<file path="src/logic/rv_isa_pkg.sv">
package rv_isa_pkg;

    localparam int xlen = 32;

    // ~~~~~~~~~~~~~~~~~~~~~~~~~~~~~~~~~~~~~~~~~~~~~~~~~~~~~~~~~~~~~~~~~~~~~~~~~
    // Major opcodes and function codes of RV32I.
    // ~~~~~~~~~~~~~~~~~~~~~~~~~~~~~~~~~~~~~~~~~~~~~~~~~~~~~~~~~~~~~~~~~~~~~~~~~
    typedef enum logic [6:0] {
        opc_load   = 7'b0000011,
        opc_op_imm = 7'b0010011,
        opc_auipc  = 7'b0010111,
        opc_store  = 7'b0100011,
        opc_op     = 7'b0110011,
        opc_lui    = 7'b0110111,
        opc_branch = 7'b1100011,
        opc_jalr   = 7'b1100111,
        opc_jal    = 7'b1101111
    } opcode_e;

    localparam logic [2:0] f3_add_sub = 3'b000;
    localparam logic [2:0] f3_sll     = 3'b001;
    localparam logic [2:0] f3_slt     = 3'b010;
    localparam logic [2:0] f3_sltu    = 3'b011;
    localparam logic [2:0] f3_xor     = 3'b100;
    localparam logic [2:0] f3_srl_sra = 3'b101;
    localparam logic [2:0] f3_or      = 3'b110;
    localparam logic [2:0] f3_and     = 3'b111;

    localparam logic [2:0] f3_beq  = 3'b000;
    localparam logic [2:0] f3_bne  = 3'b001;
    localparam logic [2:0] f3_blt  = 3'b100;
    localparam logic [2:0] f3_bge  = 3'b101;
    localparam logic [2:0] f3_bltu = 3'b110;
    localparam logic [2:0] f3_bgeu = 3'b111;

    localparam logic [6:0] funct7_alt = 7'b0100000; // Marks SUB and SRA/SRAI.

    typedef enum logic [3:0] {
        alu_add, alu_sub, alu_sll, alu_slt, alu_sltu, alu_xor,
        alu_srl, alu_sra, alu_or, alu_and, alu_pass_b
    } alu_op_e;

    // ~~~~~~~~~~~~~~~~~~~~~~~~~~~~~~~~~~~~~~~~~~~~~~~~~~~~~~~~~~~~~~~~~~~~~~~~~
    // Instruction formats, all overlaid on the same word.
    // ~~~~~~~~~~~~~~~~~~~~~~~~~~~~~~~~~~~~~~~~~~~~~~~~~~~~~~~~~~~~~~~~~~~~~~~~~
    typedef struct packed {
        logic [6:0] funct7;
        logic [4:0] rs2;
        logic [4:0] rs1;
        logic [2:0] funct3;
        logic [4:0] rd;
        opcode_e    opcode;
    } r_type_t;

    typedef struct packed {
        logic [11:0] imm_11_0;
        logic [4:0]  rs1;
        logic [2:0]  funct3;
        logic [4:0]  rd;
        opcode_e     opcode;
    } i_type_t;

    typedef struct packed {
        logic [6:0] imm_11_5;
        logic [4:0] rs2;
        logic [4:0] rs1;
        logic [2:0] funct3;
        logic [4:0] imm_4_0;
        opcode_e    opcode;
    } s_type_t;

    typedef struct packed {
        logic       imm_12;
        logic [5:0] imm_10_5;
        logic [4:0] rs2;
        logic [4:0] rs1;
        logic [2:0] funct3;
        logic [3:0] imm_4_1;
        logic       imm_11;
        opcode_e    opcode;
    } b_type_t;

    typedef struct packed {
        logic [19:0] imm_31_12;
        logic [4:0]  rd;
        opcode_e     opcode;
    } u_type_t;

    typedef struct packed {
        logic       imm_20;
        logic [9:0] imm_10_1;
        logic       imm_11;
        logic [7:0] imm_19_12;
        logic [4:0] rd;
        opcode_e    opcode;
    } j_type_t;

    typedef union packed {
        r_type_t r_type;
        i_type_t i_type;
        s_type_t s_type;
        b_type_t b_type;
        u_type_t u_type;
        j_type_t j_type;
    } instr_u;

endpackage

</file>
<file path="src/logic/pipe_pkg.sv">
package pipe_pkg;

    import rv_isa_pkg::*;

    typedef enum logic [1:0] {
        src_a_rs1  = 2'd0,
        src_a_pc   = 2'd1,
        src_a_zero = 2'd2
    } alu_src_a_e;

    typedef enum logic [1:0] {
        src_b_rs2 = 2'd0,
        src_b_imm = 2'd1
    } alu_src_b_e;

    typedef enum logic [1:0] {
        wb_alu       = 2'd0,
        wb_pc_plus_4 = 2'd1
    } wb_select_e;

    // ~~~~~~~~~~~~~~~~~~~~~~~~~~~~~~~~~~~~~~~~~~~~~~~~~~~~~~~~~~~~~~~~~~~~~~~~~
    // Decoded control and the ID/EX payload.
    // ~~~~~~~~~~~~~~~~~~~~~~~~~~~~~~~~~~~~~~~~~~~~~~~~~~~~~~~~~~~~~~~~~~~~~~~~~
    typedef struct packed {
        logic       jump;      // JAL or JALR.
        logic       jalr;
        logic       branch;
        logic       mem_read;
        logic       mem_write;
        logic       reg_write;
        alu_src_a_e alu_src_a;
        alu_src_b_e alu_src_b;
        alu_op_e    alu_op;
        wb_select_e wb_select;
        logic [2:0] funct3;    // Branch condition lives here too.
        logic [4:0] rd;
    } ctrl_t;

    typedef struct packed {
        logic            valid;  // Zero means bubble.
        logic [xlen-1:0] pc;
        logic [xlen-1:0] pc_plus_4;
        logic            branch_estimation;
        ctrl_t           ctrl;
        logic [xlen-1:0] read_data1;
        logic [xlen-1:0] read_data2;
        logic [xlen-1:0] imm;
    } id_ex_t;

    typedef struct packed {
        logic            enable;
        logic [4:0]      rd;
        logic [xlen-1:0] data;
    } wb_t;

endpackage

</file>
<file path="src/logic/instr_decoder.sv">
`timescale 1ns/1ns

module instr_decoder (
    input  rv_isa_pkg::instr_u          instr,
    input  logic                        instr_valid,
    output pipe_pkg::ctrl_t             ctrl,
    output logic [rv_isa_pkg::xlen-1:0] imm,
    output logic                        valid
);
    import rv_isa_pkg::*;
    import pipe_pkg::*;

    logic legal;
    logic alt;

    // Register ops may subtract; immediate ops only use the marker for SRAI.
    function automatic alu_op_e alu_decode(
        input logic [2:0] funct3,
        input logic       alt_op,
        input logic       reg_op
    );
        alu_op_e op;
        case (funct3)
            f3_add_sub: op = (alt_op && reg_op) ? alu_sub : alu_add;
            f3_sll:     op = alu_sll;
            f3_slt:     op = alu_slt;
            f3_sltu:    op = alu_sltu;
            f3_xor:     op = alu_xor;
            f3_srl_sra: op = alt_op ? alu_sra : alu_srl;
            f3_or:      op = alu_or;
            f3_and:     op = alu_and;
        endcase
        return op;
    endfunction

    assign alt = (instr.r_type.funct7 == funct7_alt);

    always_comb begin
        legal          = 1'b1;
        imm            = '0;
        ctrl           = '0;
        ctrl.alu_src_a = src_a_rs1;
        ctrl.alu_src_b = src_b_rs2;
        ctrl.alu_op    = alu_add;
        ctrl.wb_select = wb_alu;
        ctrl.funct3    = instr.r_type.funct3;
        ctrl.rd        = instr.r_type.rd;

        case (instr.r_type.opcode)
            opc_op: begin
                ctrl.reg_write = 1'b1;
                ctrl.alu_op    = alu_decode(instr.r_type.funct3, alt, 1'b1);
            end
            opc_op_imm: begin
                ctrl.reg_write = 1'b1;
                ctrl.alu_src_b = src_b_imm;
                ctrl.alu_op    = alu_decode(instr.r_type.funct3, alt, 1'b0);
                imm = {{20{instr.i_type.imm_11_0[11]}}, instr.i_type.imm_11_0};
            end
            opc_lui: begin
                ctrl.reg_write = 1'b1;
                ctrl.alu_src_a = src_a_zero;
                ctrl.alu_src_b = src_b_imm;
                ctrl.alu_op    = alu_pass_b;
                imm = {instr.u_type.imm_31_12, 12'b0};
            end
            opc_auipc: begin
                ctrl.reg_write = 1'b1;
                ctrl.alu_src_a = src_a_pc;
                ctrl.alu_src_b = src_b_imm;
                imm = {instr.u_type.imm_31_12, 12'b0};
            end
            opc_jal: begin
                ctrl.jump      = 1'b1;
                ctrl.reg_write = 1'b1;
                ctrl.wb_select = wb_pc_plus_4;
                ctrl.alu_src_a = src_a_pc;
                ctrl.alu_src_b = src_b_imm;
                imm = {{11{instr.j_type.imm_20}}, instr.j_type.imm_20,
                       instr.j_type.imm_19_12, instr.j_type.imm_11,
                       instr.j_type.imm_10_1, 1'b0};
            end
            opc_jalr: begin
                ctrl.jump      = 1'b1;
                ctrl.jalr      = 1'b1;
                ctrl.reg_write = 1'b1;
                ctrl.wb_select = wb_pc_plus_4;
                ctrl.alu_src_b = src_b_imm;
                imm = {{20{instr.i_type.imm_11_0[11]}}, instr.i_type.imm_11_0};
            end
            opc_branch: begin
                ctrl.branch = 1'b1;
                ctrl.alu_op = alu_sub;
                ctrl.rd     = 5'd0;
                imm = {{19{instr.b_type.imm_12}}, instr.b_type.imm_12,
                       instr.b_type.imm_11, instr.b_type.imm_10_5,
                       instr.b_type.imm_4_1, 1'b0};
            end
            opc_load: begin
                ctrl.mem_read  = 1'b1;
                ctrl.alu_src_b = src_b_imm;
                imm = {{20{instr.i_type.imm_11_0[11]}}, instr.i_type.imm_11_0};
            end
            opc_store: begin
                ctrl.mem_write = 1'b1;
                ctrl.alu_src_b = src_b_imm;
                ctrl.rd        = 5'd0;
                imm = {{20{instr.s_type.imm_11_5[6]}}, instr.s_type.imm_11_5,
                       instr.s_type.imm_4_0};
            end
            default: begin
                legal = 1'b0;  // Unknown opcode goes down the pipe as a bubble.
                ctrl  = '0;
            end
        endcase
    end

    assign valid = instr_valid & legal;

endmodule

</file>
<file path="src/logic/register_file.sv">
`timescale 1ns/1ns

module register_file (
    input  logic                        clk,
    input  logic                        reset,
    input  logic [4:0]                  rs1,
    input  logic [4:0]                  rs2,
    output logic [rv_isa_pkg::xlen-1:0] read_data1,
    output logic [rv_isa_pkg::xlen-1:0] read_data2,
    input  pipe_pkg::wb_t               wb
);
    import rv_isa_pkg::*;

    logic [xlen-1:0] regs [1:31];  // x0 has no storage.

    always_ff @(posedge clk or posedge reset) begin
        if (reset) begin
            for (int i = 1; i < 32; i++) begin
                regs[i] <= '0;
            end
        end else if (wb.enable && (wb.rd != 5'd0)) begin
            regs[wb.rd] <= wb.data;
        end
    end

    // Forward a write-back landing this cycle so ID sees it immediately.
    function automatic logic [xlen-1:0] read_port(input logic [4:0] addr);
        if (addr == 5'd0) begin
            return '0;
        end else if (wb.enable && (wb.rd == addr)) begin
            return wb.data;
        end
        return regs[addr];
    endfunction

    always_comb begin
        read_data1 = read_port(rs1);
    end

    always_comb begin
        read_data2 = read_port(rs2);
    end

endmodule

</file>
<file path="src/logic/id_ex_register.sv">
`timescale 1ns/1ns

module id_ex_register (
    input  logic             clk,
    input  logic             reset,
    input  logic             flush,
    input  pipe_pkg::id_ex_t id,
    output pipe_pkg::id_ex_t ex
);

    // ~~~~~~~~~~~~~~~~~~~~~~~~~~~~~~~~~~~~~~~~~~~~~~~~~~~~~~~~~~~~~~~~~~~~~~~~~
    // All-zero contents are a bubble since valid is cleared with the rest.
    // ~~~~~~~~~~~~~~~~~~~~~~~~~~~~~~~~~~~~~~~~~~~~~~~~~~~~~~~~~~~~~~~~~~~~~~~~~
    always_ff @(posedge clk or posedge reset) begin
        if (reset) begin
            ex <= '0;
        end else if (flush) begin
            ex <= '0;  // Kill the wrong-path instruction behind a redirect.
        end else begin
            ex <= id;
        end
    end

endmodule

</file>
<file path="src/logic/execute_unit.sv">
`timescale 1ns/1ns

module execute_unit (
    input  pipe_pkg::id_ex_t            ex,
    output pipe_pkg::wb_t               wb,
    output logic [rv_isa_pkg::xlen-1:0] result,
    output logic [rv_isa_pkg::xlen-1:0] store_data,
    output logic                        redirect,
    output logic [rv_isa_pkg::xlen-1:0] redirect_pc
);
    import rv_isa_pkg::*;
    import pipe_pkg::*;

    logic [xlen-1:0] op_a;
    logic [xlen-1:0] op_b;
    logic [4:0]      shamt;
    logic [xlen-1:0] alu_out;
    logic            cond;
    logic            taken;
    logic [xlen-1:0] jalr_sum;
    logic [xlen-1:0] target;
    logic [xlen-1:0] wb_data;

    always_comb begin
        case (ex.ctrl.alu_src_a)
            src_a_pc:   op_a = ex.pc;
            src_a_zero: op_a = '0;
            default:    op_a = ex.read_data1;
        endcase
        op_b = (ex.ctrl.alu_src_b == src_b_imm) ? ex.imm : ex.read_data2;
    end

    assign shamt = op_b[4:0];

    always_comb begin
        case (ex.ctrl.alu_op)
            alu_add:    alu_out = op_a + op_b;
            alu_sub:    alu_out = op_a - op_b;
            alu_sll:    alu_out = op_a << shamt;
            alu_slt:    alu_out = {{(xlen-1){1'b0}}, $signed(op_a) < $signed(op_b)};
            alu_sltu:   alu_out = {{(xlen-1){1'b0}}, op_a < op_b};
            alu_xor:    alu_out = op_a ^ op_b;
            alu_srl:    alu_out = op_a >> shamt;
            alu_sra:    alu_out = $signed(op_a) >>> shamt;
            alu_or:     alu_out = op_a | op_b;
            alu_and:    alu_out = op_a & op_b;
            alu_pass_b: alu_out = op_b;
            default:    alu_out = op_a + op_b;
        endcase
    end

    // Branch condition always compares the two register operands.
    always_comb begin
        case (ex.ctrl.funct3)
            f3_beq:  cond = (ex.read_data1 == ex.read_data2);
            f3_bne:  cond = (ex.read_data1 != ex.read_data2);
            f3_blt:  cond = ($signed(ex.read_data1) < $signed(ex.read_data2));
            f3_bge:  cond = ($signed(ex.read_data1) >= $signed(ex.read_data2));
            f3_bltu: cond = (ex.read_data1 < ex.read_data2);
            f3_bgeu: cond = (ex.read_data1 >= ex.read_data2);
            default: cond = 1'b0;
        endcase
    end

    assign jalr_sum = ex.read_data1 + ex.imm;
    assign target   = ex.ctrl.jalr ? {jalr_sum[xlen-1:1], 1'b0} : ex.pc + ex.imm;
    assign taken    = ex.ctrl.jump | (ex.ctrl.branch & cond);

    // Jumps always redirect; the front end is outside this slice.
    assign redirect = ex.valid &
                      (ex.ctrl.jump | (ex.ctrl.branch & (cond != ex.branch_estimation)));
    assign redirect_pc = taken ? target : ex.pc_plus_4;

    assign wb_data    = (ex.ctrl.wb_select == wb_pc_plus_4) ? ex.pc_plus_4 : alu_out;
    assign wb.enable  = ex.valid & ex.ctrl.reg_write;  // Loads never write back here.
    assign wb.rd      = ex.ctrl.rd;
    assign wb.data    = wb_data;
    assign result     = wb_data;
    assign store_data = ex.read_data2;

endmodule

</file>
<file path="src/logic/decode_execute_top.sv">
`timescale 1ns/1ns

module decode_execute_top (
    input  logic                        clk,
    input  logic                        reset,
    input  logic                        instr_valid,
    input  logic [31:0]                 instr,
    input  logic [rv_isa_pkg::xlen-1:0] pc,
    input  logic                        branch_estimation,
    output logic                        ex_valid,
    output logic [rv_isa_pkg::xlen-1:0] ex_result,
    output logic [4:0]                  ex_rd,
    output logic                        ex_mem_read,
    output logic                        ex_mem_write,
    output logic [rv_isa_pkg::xlen-1:0] ex_store_data,
    output logic                        redirect,
    output logic [rv_isa_pkg::xlen-1:0] redirect_pc
);
    import rv_isa_pkg::*;
    import pipe_pkg::*;

    instr_u          instr_word;
    ctrl_t           id_ctrl;
    logic [xlen-1:0] id_imm;
    logic            id_valid;
    logic [xlen-1:0] read_data1;
    logic [xlen-1:0] read_data2;
    id_ex_t          id_stage;
    id_ex_t          ex_stage;
    wb_t             wb;
    logic [xlen-1:0] result;
    logic [xlen-1:0] store_data;

    assign instr_word = instr;

    register_file u_register_file (
        .clk        (clk),
        .reset      (reset),
        .rs1        (instr_word.r_type.rs1),
        .rs2        (instr_word.r_type.rs2),
        .read_data1 (read_data1),
        .read_data2 (read_data2),
        .wb         (wb)
    );

    instr_decoder u_instr_decoder (
        .instr       (instr_word),
        .instr_valid (instr_valid),
        .ctrl        (id_ctrl),
        .imm         (id_imm),
        .valid       (id_valid)
    );

    assign id_stage = '{valid: id_valid, pc: pc, pc_plus_4: pc + 32'd4,
                        branch_estimation: branch_estimation, ctrl: id_ctrl,
                        read_data1: read_data1, read_data2: read_data2, imm: id_imm};

    id_ex_register u_id_ex_register (
        .clk   (clk),
        .reset (reset),
        .flush (redirect),
        .id    (id_stage),
        .ex    (ex_stage)
    );

    execute_unit u_execute_unit (
        .ex          (ex_stage),
        .wb          (wb),
        .result      (result),
        .store_data  (store_data),
        .redirect    (redirect),
        .redirect_pc (redirect_pc)
    );

    // ~~~~~~~~~~~~~~~~~~~~~~~~~~~~~~~~~~~~~~~~~~~~~~~~~~~~~~~~~~~~~~~~~~~~~~~~~
    // EX stage outputs, quiet while a bubble sits in the register.
    // ~~~~~~~~~~~~~~~~~~~~~~~~~~~~~~~~~~~~~~~~~~~~~~~~~~~~~~~~~~~~~~~~~~~~~~~~~
    assign ex_valid      = ex_stage.valid;
    assign ex_result     = ex_stage.valid ? result : '0;
    assign ex_rd         = ex_stage.valid ? ex_stage.ctrl.rd : 5'd0;
    assign ex_mem_read   = ex_stage.valid & ex_stage.ctrl.mem_read;
    assign ex_mem_write  = ex_stage.valid & ex_stage.ctrl.mem_write;
    assign ex_store_data = ex_stage.valid ? store_data : '0;

endmodule

</file>
<file path="config.mk">
export PLATFORM = sky130hd
export DESIGN_NAME = decode_execute_top
export DESIGN_NICKNAME = d
export VERILOG_FILES = /design/src/logic/rv_isa_pkg.sv /design/src/logic/pipe_pkg.sv /design/src/logic/instr_decoder.sv /design/src/logic/register_file.sv /design/src/logic/id_ex_register.sv /design/src/logic/execute_unit.sv /design/src/logic/decode_execute_top.sv
export SDC_FILE = /design/constraint.sdc
export NUM_CORES = 2
export LEC_CHECK = 0
export BUFFER_PORTS_ARGS = -buffer_cell sky130_fd_sc_hd__buf_2
export CAP_MARGIN = 20
export CORE_MARGIN = 5
export CORE_UTILIZATION = 55
export CTS_CLUSTER_SIZE = 28
export DETAILED_ROUTE_END_ITERATION = 6
export MAX_ROUTING_LAYER = met4
export PLACE_DENSITY = 0.73
export SYNTH_ARGS = -nofsm -noshare
export SYNTH_HDL_FRONTEND = slang
export SYNTH_HIERARCHICAL = 1
export SYNTH_SLANG_ARGS = --single-unit
</file>
<file path="constraint.sdc">
create_clock -name clk -period 33.2 [get_ports clk]
set_input_delay 0 -clock clk [delete_from_list [all_inputs] [get_ports clk]]
set_output_delay 0 -clock clk [all_outputs]
set_load 0.02 [all_outputs]
</file>
==> metrics.txt <==
# TYPE chip_impl_metric gauge
chip_impl_info{name="outcome",value="finished, final reports clean"} 1
chip_impl_metric{name="compound_gate_fraction_of_synth_area",unit="%"} 13.9
chip_impl_metric{name="die_width",unit="um"} 383
chip_impl_metric{name="finalClockSkew",unit="ns"} 0.0470
chip_impl_metric{name="detail_route.wl_per_cell",unit="um"} 34.1
chip_impl_info{name="worst_hold_startpoint",value="pc[1]"} 1
chip_impl_metric{name="period_minus_slack",unit="ns"} 7.17
chip_impl_info{name="timing.critical_path.from_type",value="flop"} 1
chip_impl_metric{name="finish.utilization",unit="%"} 60.5
chip_impl_metric{name="setup-tns-final",unit="ns"} 0
chip_impl_metric{name="route.detailed.drc",unit=""} 0
chip_impl_metric{name="achievable-frequency",unit="GHz"} 0.140
chip_impl_metric{name="yosys.area.top_type_share",unit="%"} 38.6
chip_impl_metric{name="worst-slew-pin-transition",unit="ns"} 1.30
chip_impl_metric{name="global_route_wire_length_before_repair",unit="um"} 448000
chip_impl_metric{name="p_leak",unit="uW"} 0.0383
chip_impl_metric{name="r2r_slack",unit="ns"} 26.34
chip_impl_metric{name="cts.repair.resized",unit=""} 0
chip_impl_metric{name="worstPathMaxFanout",unit=""} 46
chip_impl_metric{name="synth_area",unit="um^2"} 76400
chip_impl_metric{name="synth-edff-count",unit=""} 0
chip_impl_metric{name="synth_simple_gate_area_share",unit="%"} 11.6
chip_impl_metric{name="area_of_the_multi_input_gates",unit="um^2"} 43100
chip_impl_metric{name="drt-pass1-iter-count",unit=""} 6
chip_impl_info{name="critical_path.endpoint_type",value="primary output"} 1
chip_impl_metric{name="detailedPlacementHpwl",unit="um"} 200000
chip_impl_metric{name="finalMaxSlewViolations",unit=""} 0
chip_impl_metric{name="cells_after_synth",unit=""} 7365
chip_impl_metric{name="deepest_clock_path_buffer_count",unit=""} 3
chip_impl_info{name="tritoncts",value="yes"} 1
chip_impl_metric{name="ant_nets",unit=""} 0
chip_impl_metric{name="postSynthRegisterBits",unit=""} 1178
chip_impl_metric{name="grt_start_max_net_pins",unit=""} 174
chip_impl_metric{name="power_density",unit="nW/um^2"} 44.6
chip_impl_metric{name="post_synth_xor_area_fraction",unit="%"} 1.22
chip_impl_metric{name="synth_fa_ha_area_share",unit="%"} 3.25
chip_impl_metric{name="holdWs",unit="ns"} 0.0451
chip_impl_metric{name="start_util",unit="%"} 55.5
chip_impl_metric{name="nets",unit=""} 7526
chip_impl_metric{name="ys_warns",unit=""} 6
chip_impl_metric{name="number_of_distinct_library_cells_after_synthesis",unit=""} 109
chip_impl_info{name="synth_area_leader_cell",value="dfrtp_1"} 1
chip_impl_metric{name="grt_pass1_vias",unit=""} 63800
chip_impl_metric{name="gr-usage-met3",unit="%"} 11.6
chip_impl_info{name="grt.busiest_layer",value="met2"} 1
chip_impl_metric{name="finalCritPeriodShare",unit="%"} 21.6
chip_impl_metric{name="groute.layer.met1.usage",unit="%"} 51.5
chip_impl_info{name="combinational_family_with_the_most_area_after_synthesis",value="multiplexers"} 1
chip_impl_metric{name="io_buffers",unit=""} 172
chip_impl_info{name="crit-reg2reg-launch",value="u_id_ex_register/ex[111]$_DFF_PP0_"} 1
chip_impl_metric{name="ctsHtreeMaxLevel",unit=""} 4
chip_impl_metric{name="timing.max_cap.violations",unit=""} 0
chip_impl_metric{name="grt.overflow.total",unit=""} 0
chip_impl_metric{name="placementRows",unit=""} 136
chip_impl_metric{name="dieArea",unit="um^2"} 146000
chip_impl_metric{name="fill_cells",unit=""} 11100
chip_impl_metric{name="grt_usage",unit="%"} 43.1
chip_impl_metric{name="dieHeight",unit="um"} 383
chip_impl_info{name="critical_path.reg2reg.endpoint",value="u_id_ex_register/ex[63]$_DFF_PP0_"} 1
chip_impl_info{name="cts.root.buffer_cell",value="clkbuf_16"} 1
chip_impl_metric{name="ratio_of_cells_with_drive_above_1_in_the_final_layout",unit="%"} 23.9
chip_impl_info{name="rsz_0062_raised_after_global_routing",value="no"} 1
chip_impl_metric{name="post_cts_setup_inserts",unit=""} 0
chip_impl_metric{name="synthesis_to_layout_area_growth",unit="%"} 9.09
chip_impl_metric{name="post_synth.cell_area_avg",unit="um^2"} 10.4
chip_impl_metric{name="gp_routability_congestion",unit=""} 1.06
chip_impl_metric{name="timing.critical_path.arrival",unit="ns"} 7.17
chip_impl_metric{name="sequential_cell_area",unit="um^2"} 29500
chip_impl_info{name="yosys_most_used_dff",value="dfrtp_1"} 1
chip_impl_info{name="holdCritPathClass",value="primary input to flop"} 1
chip_impl_metric{name="cts_sinks",unit=""} 1178
chip_impl_metric{name="grtUsageMet2",unit="%"} 63.3
chip_impl_metric{name="max-slew-margin-rel",unit="%"} 12.6
chip_impl_metric{name="critPathRequiredTime",unit="ns"} 33.20
chip_impl_info{name="hold-path-endpoint",value="u_id_ex_register/ex[122]$_DFF_PP0_"} 1
chip_impl_metric{name="synth_seq_area_share",unit="%"} 38.6
chip_impl_info{name="synth.top_cells.by_area",value="dfrtp_1 39%, mux2_2 10%, mux4_2 10%"} 1
chip_impl_metric{name="worst_ir_drop_vdd",unit="V"} 0.0000461
chip_impl_metric{name="worst_setup_hold_path_clk_slew",unit="ns"} 0.06
chip_impl_metric{name="io_pins",unit=""} 173
chip_impl_metric{name="worst_hold_path.num_cells",unit=""} 3
chip_impl_metric{name="finalSetupViolCount",unit=""} 0
chip_impl_metric{name="core_area",unit="um^2"} 138000
chip_impl_metric{name="tritoncts.num_buffers",unit=""} 133
chip_impl_metric{name="worst_skew_pair.late_latency",unit="ns"} 0.78
chip_impl_metric{name="timing.reg2reg.worst_path_depth",unit=""} 19
chip_impl_metric{name="routed-via-count",unit=""} 64800
chip_impl_metric{name="wirelength",unit="um"} 313000
chip_impl_metric{name="number_of_drc_violations_after_detailed_routing_iteration_0",unit=""} 8447
chip_impl_metric{name="antenna_found_initial",unit=""} 22
chip_impl_metric{name="fraction_of_synthesized_area_in_multiplexers",unit="%"} 25.8
chip_impl_metric{name="viasPerCell",unit=""} 7.06
chip_impl_metric{name="hold_viol_final",unit=""} 0
chip_impl_metric{name="async_flop_share",unit="%"} 100
chip_impl_info{name="path_class",value="flop to primary output"} 1
-- power breakdown --
group | leakage [uW] | internal, uW | switching, uW
clock network | 0.00220 | 886 | 640
logic | 0.0199 | 200 | 512
registers | 0.0162 | 1450 | 29.7
total | 0.0383 | 2530 | 1180
-- worst max path at each step --
stage | from | endpoint | slack (ns) | depth (start not counted)
finish | u_id_ex_register/ex[111]$_DFF_PP0_ | ex_result[31] | 26.03 | 17
global route | u_id_ex_register/ex[110]$_DFF_PP0_ | ex_result[31] | 25.73 | 17
CTS | u_id_ex_register/ex[111]$_DFF_PP0_ | ex_result[31] | 26.06 | 17
detailed placement | u_id_ex_register/ex[111]$_DFF_PP0_ | u_id_ex_register/ex[63]$_DFF_PP0_ | 26.52 | 19
global placement | u_id_ex_register/ex[110]$_DFF_PP0_ | u_id_ex_register/ex[64]$_DFF_PP0_ | 26.14 | 18
floorplan | reset | u_register_file/regs[0]$_DFFE_PP0P_ | 5.29 | 1
-- per-layer routing --
layer	routed length [um]	share of wire [%]	vias up
li1	-	-	26600
met1	112000	36	32300
met2	137000	44	4528
met3	35100	11	1404
met4	28700	9.2	0
met5	0	0	-
-- cells by family after synthesis --
| group | count (synthesis) |
|---|---|
| AOI/OAI and AO/OA | 1684 |
| and+or+nand+nor | 1889 |
| other | 1 |
| xor gates and xnor gates | 106 |
| DFF | 1178 |
| buffers and inverters | 861 |
| adders and majority gates | 196 |
| muxes | 1450 |
-- sequential cells by signal, summed over array words and instances (netlist names) --
signal / flops
u_id_ex_register/ex: 186
u_register_file/regs: 992
-- cell type report --
type                            count  area share [%]
Antenna cell                       20          0.0601
Clock buffer                      193            4.68
Clock inverter                     45           0.736
Inverter                          187           0.860
Multi-Input combinational cell   5327            51.7
Sequential cell                  1178            35.4
Tap cell                         1794            2.69
Timing Repair Buffer              435            3.85
-- synth_stat cells, types with 72 or more instances --
cell type,n
and2_1,101
mux4_2,344
a221oi_1,119
mux2_2,705
nand3_1,72
a21o_1,85
nand2_1,924
mux2i_1,384
a211oi_1,84
ha_1,192
clkbuf_1,308
nor2_1,291
o21ai_0,609
a21oi_1,294
dfrtp_1,1178
buf_2,172
buf_4,137
inv_1,175
a31oi_1,73
nor2b_1,245
-- worst max-delay path, stage by stage (launching register included) --
cell and delay, ns:
dfrtp_1 0.34, nand2b_2 0.11, buf_4 0.49, mux2i_4 0.69
buf_4 0.59, ha_1 0.39, and3b_1 0.21, a21bo_1 0.24
a211oi_2 0.39, a211oi_1 0.28, a211o_1 0.42, a211oi_4 0.44
a221o_1 0.25, mux2i_1 0.08, o211a_1 0.27, a21oi_4 0.75
and2_1 0.22, buf_2 0.16
-- metrics by stage --
stage | total power [uW] | worst slack, ns | area, um^2 | cells
finish | 3720 | 26.03 | 83300 | 9179
global route | 3810 | 25.73 | 83300 | 9174
CTS | 3700 | 26.06 | 83200 | 9155
detailed placement | 2180 | 26.52 | 77900 | 8833
global placement | 2180 | 26.14 | 77800 | 8828
floorplan | 1930 | 5.29 | 76400 | 7366
-- timing repair --
action,4_1_cts,5_1_grt
hold buffers,84,0
endpoints found under the setup margin,0,0
hold endpoints to repair,282,0
-- layout by cell type, fill, tap and decap left out, types with 118 or more instances in the layout --
cell       count
a21oi_1      281
a221oi_1     118
buf_2        168
buf_4        168
clkbuf_16    137
dfrtp_1     1176
ha_1         191
inv_1        170
mux2_2       705
mux2i_1      382
mux4_2       344
nand2_1      909
nor2_1       274
nor2b_1      241
o21ai_0      605
Note: power is estimated with default switching activity, not from simulation.
